<file path="config.mk">
export PLATFORM = sky130hd
export DESIGN_NAME = gcm_ghash_top
export DESIGN_NICKNAME = d
export VERILOG_FILES = /design/src/ghash_pkg.sv /design/src/gcm_msg_pkg.sv /design/src/gcm_ghash_top.sv /design/src/ghash_accumulator.sv /design/src/ghash_block_fifo.sv /design/src/gcm_block_sequencer.sv
export SDC_FILE = /design/constraint.sdc
export NUM_CORES = 2
export LEC_CHECK = 0
export BUFFER_PORTS_ARGS = -buffer_cell sky130_fd_sc_hd__buf_2
export CAP_MARGIN = 40
export CELL_PAD_IN_SITES_DETAIL_PLACEMENT = 0
export CELL_PAD_IN_SITES_GLOBAL_PLACEMENT = 1
export CORE_AREA = 2 2 383 385
export DETAILED_ROUTE_END_ITERATION = 10
export DIE_AREA = 0 0 385 387
export GPL_ROUTABILITY_DRIVEN = 0
export PLACE_DENSITY_LB_ADDON = 0.1
export SYNTH_ARGS = -nofsm -noshare
export SYNTH_HDL_FRONTEND = slang
export SYNTH_SLANG_ARGS = --single-unit
</file>
<file path="constraint.sdc">
create_clock -name clk -period 11 [get_ports clk]
set_input_delay 0 -clock clk [delete_from_list [all_inputs] [get_ports clk]]
set_output_delay 0 -clock clk [all_outputs]
set_load 0.05 [all_outputs]
</file>
<file path="src/ghash_pkg.sv">
package ghash_pkg;

    // --------------------
    // Block geometry
    // --------------------
    localparam int BLOCK_BITS  = 128;
    localparam int BLOCK_BYTES = BLOCK_BITS / 8;

    // One GHASH block, used for H, data and Y alike
    typedef logic [BLOCK_BITS-1:0] block_t;

    // Byte-valid bits, bit i covers data[i*8 +: 8]
    typedef logic [BLOCK_BYTES-1:0] keep_t;

    // --------------------
    // Field arithmetic
    // --------------------

    // Reduction polynomial x^128 + x^7 + x^2 + x + 1 in GCM bit order,
    // 8'hE1 in the top byte and zero below
    localparam block_t GHASH_R = {8'hE1, {(BLOCK_BITS-8){1'b0}}};

endpackage
</file>
<file path="src/gcm_msg_pkg.sv">
package gcm_msg_pkg;

    // --------------------
    // Message setup
    // --------------------

    // Segment length in bits, as in the GCM lengths block
    typedef logic [63:0] bit_len_t;

    // Sampled with the start strobe
    typedef struct packed {
        bit_len_t          len_aad_bits;
        bit_len_t          len_text_bits;
        ghash_pkg::block_t h;
    } msg_cfg_t;

    // --------------------
    // Streams
    // --------------------

    // One input beat, AAD or text depending on phase
    typedef struct packed {
        ghash_pkg::block_t data;
        ghash_pkg::keep_t  keep;
        logic              last;
    } beat_t;

    // Sequencer phases, in absorb order
    typedef enum logic [1:0] {
        PH_IDLE,
        PH_AAD,
        PH_TEXT,
        PH_LEN
    } phase_e;

    // Masked block on its way to the multiplier
    typedef struct packed {
        ghash_pkg::block_t blk;
        logic              is_final;  // Lengths block only
    } ghash_item_t;

endpackage

</file>
<file path="src/gcm_ghash_top.sv">
module gcm_ghash_top #(
    parameter int DIGIT_BITS = 8,
    parameter int BUF_DEPTH  = 4
) (
    input  logic                  clk,
    input  logic                  rst_n,
    input  logic                  start,
    input  gcm_msg_pkg::msg_cfg_t cfg,
    input  logic                  in_valid,
    output logic                  in_ready,
    input  gcm_msg_pkg::beat_t    in_beat,
    output ghash_pkg::block_t     tag,
    output logic                  tag_valid,
    output logic                  aad_done,
    output logic                  text_done
);

    import gcm_msg_pkg::*;

    logic        push;
    logic        full;
    logic        pop;
    logic        pop_valid;
    ghash_item_t item;
    ghash_item_t pop_item;

    // --------------------
    // Producer
    // --------------------
    gcm_block_sequencer u_sequencer (
        .clk       (clk),
        .rst_n     (rst_n),
        .start     (start),
        .cfg       (cfg),
        .in_valid  (in_valid),
        .in_ready  (in_ready),
        .in_beat   (in_beat),
        .full      (full),
        .push      (push),
        .item      (item),
        .aad_done  (aad_done),
        .text_done (text_done)
    );

    // Decouples the stream from the multi-cycle multiply
    ghash_block_fifo #(
        .BUF_DEPTH (BUF_DEPTH)
    ) u_fifo (
        .clk       (clk),
        .rst_n     (rst_n),
        .push      (push),
        .item      (item),
        .full      (full),
        .pop       (pop),
        .pop_valid (pop_valid),
        .pop_item  (pop_item)
    );

    // --------------------
    // Consumer
    // --------------------
    ghash_accumulator #(
        .DIGIT_BITS (DIGIT_BITS)
    ) u_accum (
        .clk       (clk),
        .rst_n     (rst_n),
        .start     (start),
        .h         (cfg.h),
        .pop_valid (pop_valid),
        .pop_item  (pop_item),
        .pop       (pop),
        .tag       (tag),
        .tag_valid (tag_valid)
    );

endmodule

</file>
<file path="src/ghash_accumulator.sv">
module ghash_accumulator #(
    parameter int DIGIT_BITS = 8
) (
    input  logic                     clk,
    input  logic                     rst_n,
    input  logic                     start,
    input  ghash_pkg::block_t        h,
    input  logic                     pop_valid,
    input  gcm_msg_pkg::ghash_item_t pop_item,
    output logic                     pop,
    output ghash_pkg::block_t        tag,
    output logic                     tag_valid
);

    import ghash_pkg::*;

    localparam int STEPS = BLOCK_BITS / DIGIT_BITS;
    localparam int CW    = $clog2(STEPS + 1);

    typedef enum logic {
        ACC_IDLE,
        ACC_MUL
    } acc_state_e;

    acc_state_e state_q;
    logic [CW-1:0] cnt_q;
    logic       fin_q;
    logic       tag_valid_q;

    block_t     h_q;
    block_t     h_sh;
    block_t     y_q;
    block_t     z_q;
    block_t     v_q;
    block_t     z_nx;
    block_t     v_nx;
    block_t     tag_q;

    logic       start_ok;
    logic       last_step;

    assign start_ok  = start && (state_q == ACC_IDLE);
    assign pop       = (state_q == ACC_IDLE) && pop_valid && !start;
    assign last_step = (state_q == ACC_MUL) && (cnt_q == CW'(STEPS - 1));

    // --------------------
    // Digit of the multiply
    // --------------------
    // Right-shift GCM multiply, scanning H from its first (top) bit
    always_comb begin
        z_nx = z_q;
        v_nx = v_q;
        for (int j = 0; j < DIGIT_BITS; j++) begin
            if (h_sh[BLOCK_BITS-1-j]) begin
                z_nx = z_nx ^ v_nx;
            end
            if (v_nx[0]) begin
                v_nx = (v_nx >> 1) ^ GHASH_R;
            end else begin
                v_nx = v_nx >> 1;
            end
        end
    end

    // --------------------
    // Control
    // --------------------
    always_ff @(posedge clk or negedge rst_n) begin
        if (!rst_n) begin
            state_q     <= ACC_IDLE;
            cnt_q       <= '0;
            fin_q       <= 1'b0;
            tag_valid_q <= 1'b0;
        end else if (start_ok) begin
            tag_valid_q <= 1'b0;
        end else if (pop) begin
            state_q <= ACC_MUL;
            cnt_q   <= '0;
            fin_q   <= pop_item.is_final;
        end else if (state_q == ACC_MUL) begin
            cnt_q <= cnt_q + 1'b1;
            if (last_step) begin
                state_q <= ACC_IDLE;
                if (fin_q) begin
                    tag_valid_q <= 1'b1;
                end
            end
        end
    end

    // Datapath, Y absorbs the popped block before each multiply
    always_ff @(posedge clk) begin
        if (start_ok) begin
            h_q <= h;
            y_q <= '0;
        end else if (pop) begin
            v_q  <= y_q ^ pop_item.blk;
            z_q  <= '0;
            h_sh <= h_q;
        end else if (state_q == ACC_MUL) begin
            z_q  <= z_nx;
            v_q  <= v_nx;
            h_sh <= h_sh << DIGIT_BITS;
            if (last_step) begin
                y_q <= z_nx;
                if (fin_q) begin
                    tag_q <= z_nx;
                end
            end
        end
    end

    assign tag       = tag_q;
    assign tag_valid = tag_valid_q;

endmodule

</file>
<file path="src/ghash_block_fifo.sv">
module ghash_block_fifo #(
    parameter int BUF_DEPTH = 4
) (
    input  logic                     clk,
    input  logic                     rst_n,
    input  logic                     push,
    input  gcm_msg_pkg::ghash_item_t item,
    output logic                     full,
    input  logic                     pop,
    output logic                     pop_valid,
    output gcm_msg_pkg::ghash_item_t pop_item
);

    import gcm_msg_pkg::*;

    localparam int AW = $clog2(BUF_DEPTH);

    ghash_item_t   mem [BUF_DEPTH];
    logic [AW-1:0] wr_ptr;
    logic [AW-1:0] rd_ptr;
    logic [AW:0]   count;

    logic          wr_en;
    logic          rd_en;

    assign full      = (count == (AW+1)'(BUF_DEPTH));
    assign pop_valid = (count != '0);
    assign pop_item  = mem[rd_ptr];

    assign wr_en = push && !full;
    assign rd_en = pop && pop_valid;

    // --------------------
    // Pointers and occupancy
    // --------------------
    always_ff @(posedge clk or negedge rst_n) begin
        if (!rst_n) begin
            wr_ptr <= '0;
            rd_ptr <= '0;
            count  <= '0;
        end else begin
            if (wr_en) begin
                wr_ptr <= wr_ptr + 1'b1;
            end
            if (rd_en) begin
                rd_ptr <= rd_ptr + 1'b1;
            end
            // Simultaneous push and pop leaves the count unchanged
            case ({wr_en, rd_en})
                2'b10:   count <= count + 1'b1;
                2'b01:   count <= count - 1'b1;
                default: ;
            endcase
        end
    end

    always_ff @(posedge clk) begin
        if (wr_en) begin
            mem[wr_ptr] <= item;
        end
    end

endmodule

</file>
<file path="src/gcm_block_sequencer.sv">
module gcm_block_sequencer (
    input  logic                     clk,
    input  logic                     rst_n,
    input  logic                     start,
    input  gcm_msg_pkg::msg_cfg_t    cfg,
    input  logic                     in_valid,
    output logic                     in_ready,
    input  gcm_msg_pkg::beat_t       in_beat,
    input  logic                     full,
    output logic                     push,
    output gcm_msg_pkg::ghash_item_t item,
    output logic                     aad_done,
    output logic                     text_done
);

    import ghash_pkg::*;
    import gcm_msg_pkg::*;

    // Zero every byte whose keep bit is low
    function automatic block_t mask_block(input block_t data, input keep_t keep);
        block_t res;
        for (int i = 0; i < BLOCK_BYTES; i++) begin
            res[i*8 +: 8] = keep[i] ? data[i*8 +: 8] : 8'h00;
        end
        return res;
    endfunction

    phase_e      phase_q;
    bit_len_t    len_aad_q;
    bit_len_t    len_text_q;
    ghash_item_t item_q;
    logic        item_vld_q;
    logic        aad_done_q;
    logic        text_done_q;

    logic        start_ok;
    logic        in_phase;
    logic        accept;
    logic        seg_end;
    logic        load_len;

    // --------------------
    // Handshakes
    // --------------------
    assign start_ok = start && (phase_q == PH_IDLE);
    assign in_phase = (phase_q == PH_AAD) || (phase_q == PH_TEXT);
    assign in_ready = in_phase && !full;
    assign accept   = in_valid && in_ready;
    assign seg_end  = accept && in_beat.last;
    assign load_len = (phase_q == PH_LEN) && !full;

    // Output register drains on any non-full cycle, so it is free again
    // whenever a new beat or the lengths block may load
    assign push = item_vld_q && !full;
    assign item = item_q;

    // --------------------
    // Phase machine
    // --------------------
    always_ff @(posedge clk or negedge rst_n) begin
        if (!rst_n) begin
            phase_q <= PH_IDLE;
        end else if (start_ok) begin
            if (cfg.len_aad_bits != '0) begin
                phase_q <= PH_AAD;
            end else if (cfg.len_text_bits != '0) begin
                phase_q <= PH_TEXT;
            end else begin
                phase_q <= PH_LEN;
            end
        end else begin
            case (phase_q)
                PH_AAD: begin
                    if (seg_end) begin
                        phase_q <= (len_text_q == '0) ? PH_LEN : PH_TEXT;
                    end
                end
                PH_TEXT: begin
                    if (seg_end) begin
                        phase_q <= PH_LEN;
                    end
                end
                PH_LEN: begin
                    if (load_len) begin
                        phase_q <= PH_IDLE;
                    end
                end
                default: ;
            endcase
        end
    end

    // Status flags, an empty segment counts as done at start
    always_ff @(posedge clk or negedge rst_n) begin
        if (!rst_n) begin
            aad_done_q  <= 1'b0;
            text_done_q <= 1'b0;
        end else if (start_ok) begin
            aad_done_q  <= (cfg.len_aad_bits == '0);
            text_done_q <= (cfg.len_text_bits == '0);
        end else if (seg_end) begin
            if (phase_q == PH_AAD) begin
                aad_done_q <= 1'b1;
            end else begin
                text_done_q <= 1'b1;
            end
        end
    end

    assign aad_done  = aad_done_q;
    assign text_done = text_done_q;

    // --------------------
    // Item register
    // --------------------
    always_ff @(posedge clk or negedge rst_n) begin
        if (!rst_n) begin
            item_vld_q <= 1'b0;
        end else if (accept || load_len) begin
            item_vld_q <= 1'b1;
        end else if (push) begin
            item_vld_q <= 1'b0;
        end
    end

    always_ff @(posedge clk) begin
        if (start_ok) begin
            len_aad_q  <= cfg.len_aad_bits;
            len_text_q <= cfg.len_text_bits;
        end
        if (accept) begin
            item_q.blk      <= mask_block(in_beat.data, in_beat.keep);
            item_q.is_final <= 1'b0;
        end else if (load_len) begin
            // AAD length in the upper half, text length in the lower half
            item_q.blk      <= {len_aad_q, len_text_q};
            item_q.is_final <= 1'b1;
        end
    end

endmodule

</file>
Yosys cells after proc, flatten, opt, wreduce, memory -nomap -nowiden. Memory sizes are Yosys's and may differ from the RTL's. Index checks and enable logic that the tools add are counted.

Flip-flop bits (word level): 1045. RAM bits: 516. Word-level logic and storage cells: 168. Memories: 1.

Add/subtract/negate cells: 5. Equal/unequal tests: 12. Multiplexer cells: 68. Bitwise gates (word level): 20. Reductions and logical operators: 41.

Memory list: u_fifo.mem (words 4, width 129, read ports 1, clocked after memory_dff 0, wr ports 1, RTL line ghash_block_fifo.sv:18) `ghash_item_t mem [BUF_DEPTH];`.

Operator list (number): 128-bit 2-to-1 mux (21); 128-bit XOR (9); 129-bit 2-to-1 mux (2); 64-bit logical NOT (3); 8-bit 2-to-1 mux (16); 64-bit nonzero test (2); 3-bit NOT with 4-bit output (8); 1-bit 2-to-1 mux (20); 2-bit nonzero test (9); 1-bit logical AND (12); 2-bit 2-to-1 mux (5); 5-bit 2-to-1 mux (2); 3-bit by 1-bit inequality test with 1-bit output (second input constant) (3); 2-bit AND reduction (4); 4-bit AND reduction (2); 2-bit equality test (second input constant) (3); 2-bit case mux with 3 select lines (1); 3-bit case mux with 2 select lines (1); 5-bit by 1-bit adder with 5-bit output (second input constant) (1); 5-bit by 4-bit equality test with 1-bit output (second input constant) (1); 5-bit AND reduction (1); 2-bit by 1-bit adder with 2-bit output (second input constant) (2); 2-bit by 1-bit equality test with 1-bit output (second input constant) (2); 2-bit by 1-bit inequality test with 1-bit output (second input constant) (2); 10 further kinds (14).

Logic depth before layout (Yosys ltp).
Depth in word-level cells: 18. Mapped depth: 13. Gate-level depth less buffers: 10.

By module. Synthesis repeated with hierarchy kept, for this count alone.

Cell total of the unflattened synthesis: 5657. Area, all modules: 72409.4 um2.

By module, submodules not included: ghash_accumulator (times used 1, cells an instance 4409, area an instance 43548.0 um2, seq. area each 21981.1 um2); ghash_block_fifo (times used 1, cells an instance 711, area an instance 19029.5 um2, seq. area each 15670.0 um2); gcm_block_sequencer (times used 1, cells an instance 537, area an instance 9831.9 um2, seq. area each 7832.5 um2).

Worst setup path after synthesis. Ideal clock, no wire load.

Kind: register -> register. Start point: register u_fifo.count[0]. End point: register u_accum.h_sh[0], enable pin. Setup time: 733 ps. Arrival: 8059 ps. Data required time: 10267 ps. Slack: 2208 ps. Cell stages (with the launch flop): 5. Clock period less this slack: 8792 ps. Cell sequence: dfrtp_1 -> nor3_1 -> nor2_1 -> nor2_1 -> inv_1.

Word-level cells in the longest chain between the ends: 5.

RTL lines: from (decl) (RTL line ghash_block_fifo.sv:21) `logic [AW:0] count;`; from (signal assigned) (RTL line ghash_block_fifo.sv:50) `2'b10: count <= count + 1'b1;`; from (signal assigned) (RTL line ghash_block_fifo.sv:51) `2'b01: count <= count - 1'b1;`; 3-bit nonzero test (RTL line ghash_block_fifo.sv:27) `assign pop_valid = (count != '0);`; 1-bit logical AND (2 in a row) (RTL line ghash_accumulator.sv:43) `assign pop = (state_q == ACC_IDLE) && pop_valid && !start;`; 2-bit nonzero test (no source line); 2-bit AND reduction (no source line); to (signal assigned) (RTL line ghash_accumulator.sv:99) `h_sh <= h_q;`; to (signal assigned) (RTL line ghash_accumulator.sv:103) `h_sh <= h_sh << DIGIT_BITS;`; to (decl) (RTL line ghash_accumulator.sv:31) `block_t h_sh;`.

Every way passes these cells. A chain may end at the register's enable or synchronous reset.

Worst setup path after layout.
Start point: register u_fifo.rd_ptr[0]. End point: register u_accum.v_q[39], data pin.

Word-level cells in the longest chain between the ends: 3.

RTL lines: from (decl) (RTL line ghash_block_fifo.sv:20) `logic [AW-1:0] rd_ptr;`; from (signal assigned) (RTL line ghash_block_fifo.sv:46) `rd_ptr <= rd_ptr + 1'b1;`; memory 4 x 129 bit; 128-bit XOR (RTL line ghash_accumulator.sv:97) `v_q <= y_q ^ pop_item.blk;`; 128-bit 2-to-1 mux (RTL line ghash_accumulator.sv:96) `end else if (pop) begin`; to (signal assigned) (RTL line ghash_accumulator.sv:97); to (signal assigned) (RTL line ghash_accumulator.sv:102) `v_q <= v_nx;`; to (decl) (RTL line ghash_accumulator.sv:34) `block_t v_q;`.

Every way passes these cells.

==> flow_summary_export.csv <==
group,metric,value,unit
outcome,outcome,"finished, final reports clean",
min_path,hold_path_depth,3,
global_routing,antenna_found_initial,15,
worst_setup_path,crit_buf_inv,2,
yosys,syn_area,72200,um^2
drt,top_layer,"met5",
worst_setup_path,critPathMaxFanout,35,
global_routing,grt_pass1_vias,49300,
yosys,synth.distinct_cells,48,
cells_and_area,final_cell_mix,"nand2_1 (1512), edfxtp_1 (1412), xnor2_1 (986), dlygate4sd3_1 (776), buf_2 (538)",
worst_setup_path,reg2reg_setup_slack,7490,ps
power_and_ir_drop,p_per_area,377,nW/um^2
worst_setup_path,slowest_delay,880,ps
clocking,clockBufferDepth,3,
drt,viasPerCell,5.36,
worst_setup_path,worst_path_most_repeated_cell,"buf_4",
die,die_h,387,um
yosys,yosys-top-cells-area,"edfxtp_1 (59%), xnor2_1 (12%), nand2_1 (7.9%)",
cells_and_area,layout-drive-gt1-share,0.141,
drt,route.met3.wl,13700,um
clocking,root_buffer,"clkbuf_16",
clocking,post_cts_buffers,0,
min_path,hold_path.startpoint,"in_beat[15]",
timing,setup_viol,0,
drt,wl_met1,86900,um
timing,period_needed,3510,ps
global_routing,grt_pass1_wl,308000,um
drt,drt_iter0_drc,4394,
power_and_ir_drop,ir_drop,0.243,mV
clocking,clock-sinks,1561,
worst_setup_path,cp-start-kind,"register",
clocking,path_clk_slew,60,ps
placement,portBuffers,536,
die,core,145000,um^2
drt,wl_met2,98800,um
timing,fin_crit_sh,0.319,
worst_setup_path,crit_path_start,"u_fifo.rd_ptr[0]",
power_and_ir_drop,leakagePower,33.0,nW
worst_setup_path,rr_endpoint,"u_accum.v_q[39]",
drt,avgRoutedWirePerCell,22.7,um
clocking,cts_tree,"built",
timing,relSlewSlack,0.199,
die,start_util,0.498,
timing,finalSetupTns,0,ps
die,top_level_ports,537,
yosys,yosysTopAreaCell,"edfxtp_1",
drt,drc,0,
power_and_ir_drop,swShare,0.402,
worst_setup_path,slowest_stage,"dfrtp_4",
timing,finalMaxSlewViolations,0,
worst_setup_path,rr_startpoint,"u_fifo.rd_ptr[0]",
cells_and_area,nets,7420,
worst_setup_path,path_cells,"buf_4 > buf_4 > mux4_2 > xnor2_1 > a21oi_1",
drt,ant_nets,0,
yosys,ys_ff_latch,1561,
worst_setup_path,path_class,"register to register",
power_and_ir_drop,power.total,0.0339,W
timing,rsz0062_at_grt,"no",
power_and_ir_drop,p_clk_frac,0.165,
min_path,min_to,"u_sequencer.item[117]",
cells_and_area,fillers,10900,
yosys,synth_async_sr_flop_share,0.0128,
worst_setup_path,critPathTopFamily,"buffers and inverters",
timing,max_freq,285,MHz
power_and_ir_drop,pwr-share-comb,0.479,
yosys,synth_edf_count,1412,
worst_setup_path,cp.required,11530,ps
clocking,h-tree-depth,4,
die,num_rows,140,
cells_and_area,multi_input_area,24600,um^2
drt,wl,206000,um
cells_and_area,seqCellArea,45500,um^2
drt,dr.pass1.iters,6,
die,die-area,149000,um^2
power_and_ir_drop,internal_power,0.0203,W
power_and_ir_drop,switchingPower,0.0136,W
global_routing,grt_overflow_total,0,
yosys,synth_flop_cell,"edfxtp_1",
cells_and_area,layout_commonest_cell,"nand2_1",
cells_and_area,synthToLayoutAreaGrowth,24.7,%
yosys,synth_area_per_cell,12.3,um^2
timing,tightestPinTransition,1200,ps
timing,finClkSkew,44.9,ps
die,fp.dieW,385,um
yosys,yosysTopAreaCellShare,0.588,
yosys,syn_inst,5876,
yosys,ys_seq_area_frac,0.630,
clocking,numCtsBuffers,166,
job,max_cap_viol_count,0,
drt,dr_total_vias,48600,
yosys,synth-warning-count,0,
timing,timing_hold_violations_final,0,
worst_setup_path,cp-end-kind,"register",
global_routing,grt_usage,0.274,
global_routing,grt_max_degree,183,
placement,hpwl,121000,um
yosys,syn_nets,6294,
power_and_ir_drop,seqPwrFrac,0.356,
min_path,min_path_type,"primary input to register",
worst_setup_path,rr_worst_depth,5,
worst_setup_path,arrival,4040,ps
clocking,clk_latency,820,ps
==> logic make-up after synthesis <==
logic type      Yosys count  share of synthesized area
simple gates           2021                      0.109
mux                     135                     0.0411
compound gates          419                     0.0421
flops                  1561                      0.630
buf+inv                 560                     0.0305
xor+xnor               1167                      0.145
fa+ha+maj                13                    0.00236
==> per-stage QoR <==
step / std cells / instance area (um^2) / worst slack, ps / hold slack, ps / utilization
after floorplan: 5876 / 72200 / 2210 / -296 / -
after global placement: 7949 / 76100 / 7190 / -13.2 / 0.525
after detailed placement: 7974 / 76700 / 7260 / -7.33 / 0.529
after CTS: 9061 / 89900 / 7280 / 95.1 / 0.621
after global routing: 9073 / 90000 / 7070 / 155 / 0.621
final: 9073 / 90000 / 7490 / 172 / 0.621
==> power by group through the flow <==
stage,clock network [W],logic (W),registers (W)
global route,0.00592,0.0178,0.0123
global placement,0,0.0156,0.0121
finish,0.00560,0.0163,0.0121
CTS,0.00569,0.0164,0.0121
floorplan,0,0.0122,0.0112
detailed placement,0,0.0159,0.0122
==> repair_timing <==
item / CTS / global route
gates resized for setup: 0 / 0
hold buffers: 776 / 0
hold endpoints to repair: 447 / 0
==> worst min-delay path: cells and delay by family <==
family                 cells  cell delay [ps]
buffers and inverters      2              710
AO/OA/AOI/OAI              1              170
==> synth_stat cells (all sizes together) (10+ instances only) <==
master	instances
edfxtp	1412
xor2	170
a21oi	152
dfxtp	129
nor4	50
o21a	108
mux4	129
nand3	10
o21ai	21
clkbuf	232
inv	134
a32o	120
xnor2	986
and2	19
nor2	399
xnor3	11
ha	12
nand4	13
dfrtp	20
buf	194
nand2	1514
==> per-layer routing <==
layer,vias to the layer above,global-route usage
met1,24200,0.370
li1,22300,-
met2,1839,0.450
met5,-,0
met4,10,0.0904
met3,350,0.0470
==> state kept, by name, indices dropped and copies added, names as in the netlist, 2 cells and up <==
name / cells
u_accum.v_q: 128
u_sequencer.len_text_q: 64
u_fifo.mem: 516
u_accum.cnt_q: 5
u_sequencer.len_aad_q: 64
u_sequencer.phase_q: 2
u_accum.tag: 128
u_fifo.count: 3
u_accum.y_q: 128
u_fifo.wr_ptr: 2
u_accum.h_q: 128
u_sequencer.item: 129
u_accum.z_q: 128
u_fifo.rd_ptr: 2
u_accum.h_sh: 128
==> how the worst max path moves through the flow <==
stage	end	slack, ps	depth (start not counted)
after CTS	u_accum.v_q[60]	7280	5
after global placement	u_accum.y_q[115]	7190	5
after global routing	u_accum.v_q[59]	7070	5
after detailed placement	u_accum.v_q[39]	7260	5
after floorplan	u_accum.h_sh[0]	2210	4
final	u_accum.v_q[39]	7490	5
==> layout make-up <==
class | instances | share of cell area
Sequential cell | 1561 | 0.506
Multi-Input combinational cell | 3755 | 0.273
Timing Repair Buffer | 1384 | 0.128
Clock buffer | 216 | 0.0497
Tap cell | 1917 | 0.0267
Clock inverter | 95 | 0.0114
Inverter | 134 | 0.00581
Antenna cell | 11 | 0.000306
Power figures use the tool's default switching activity.
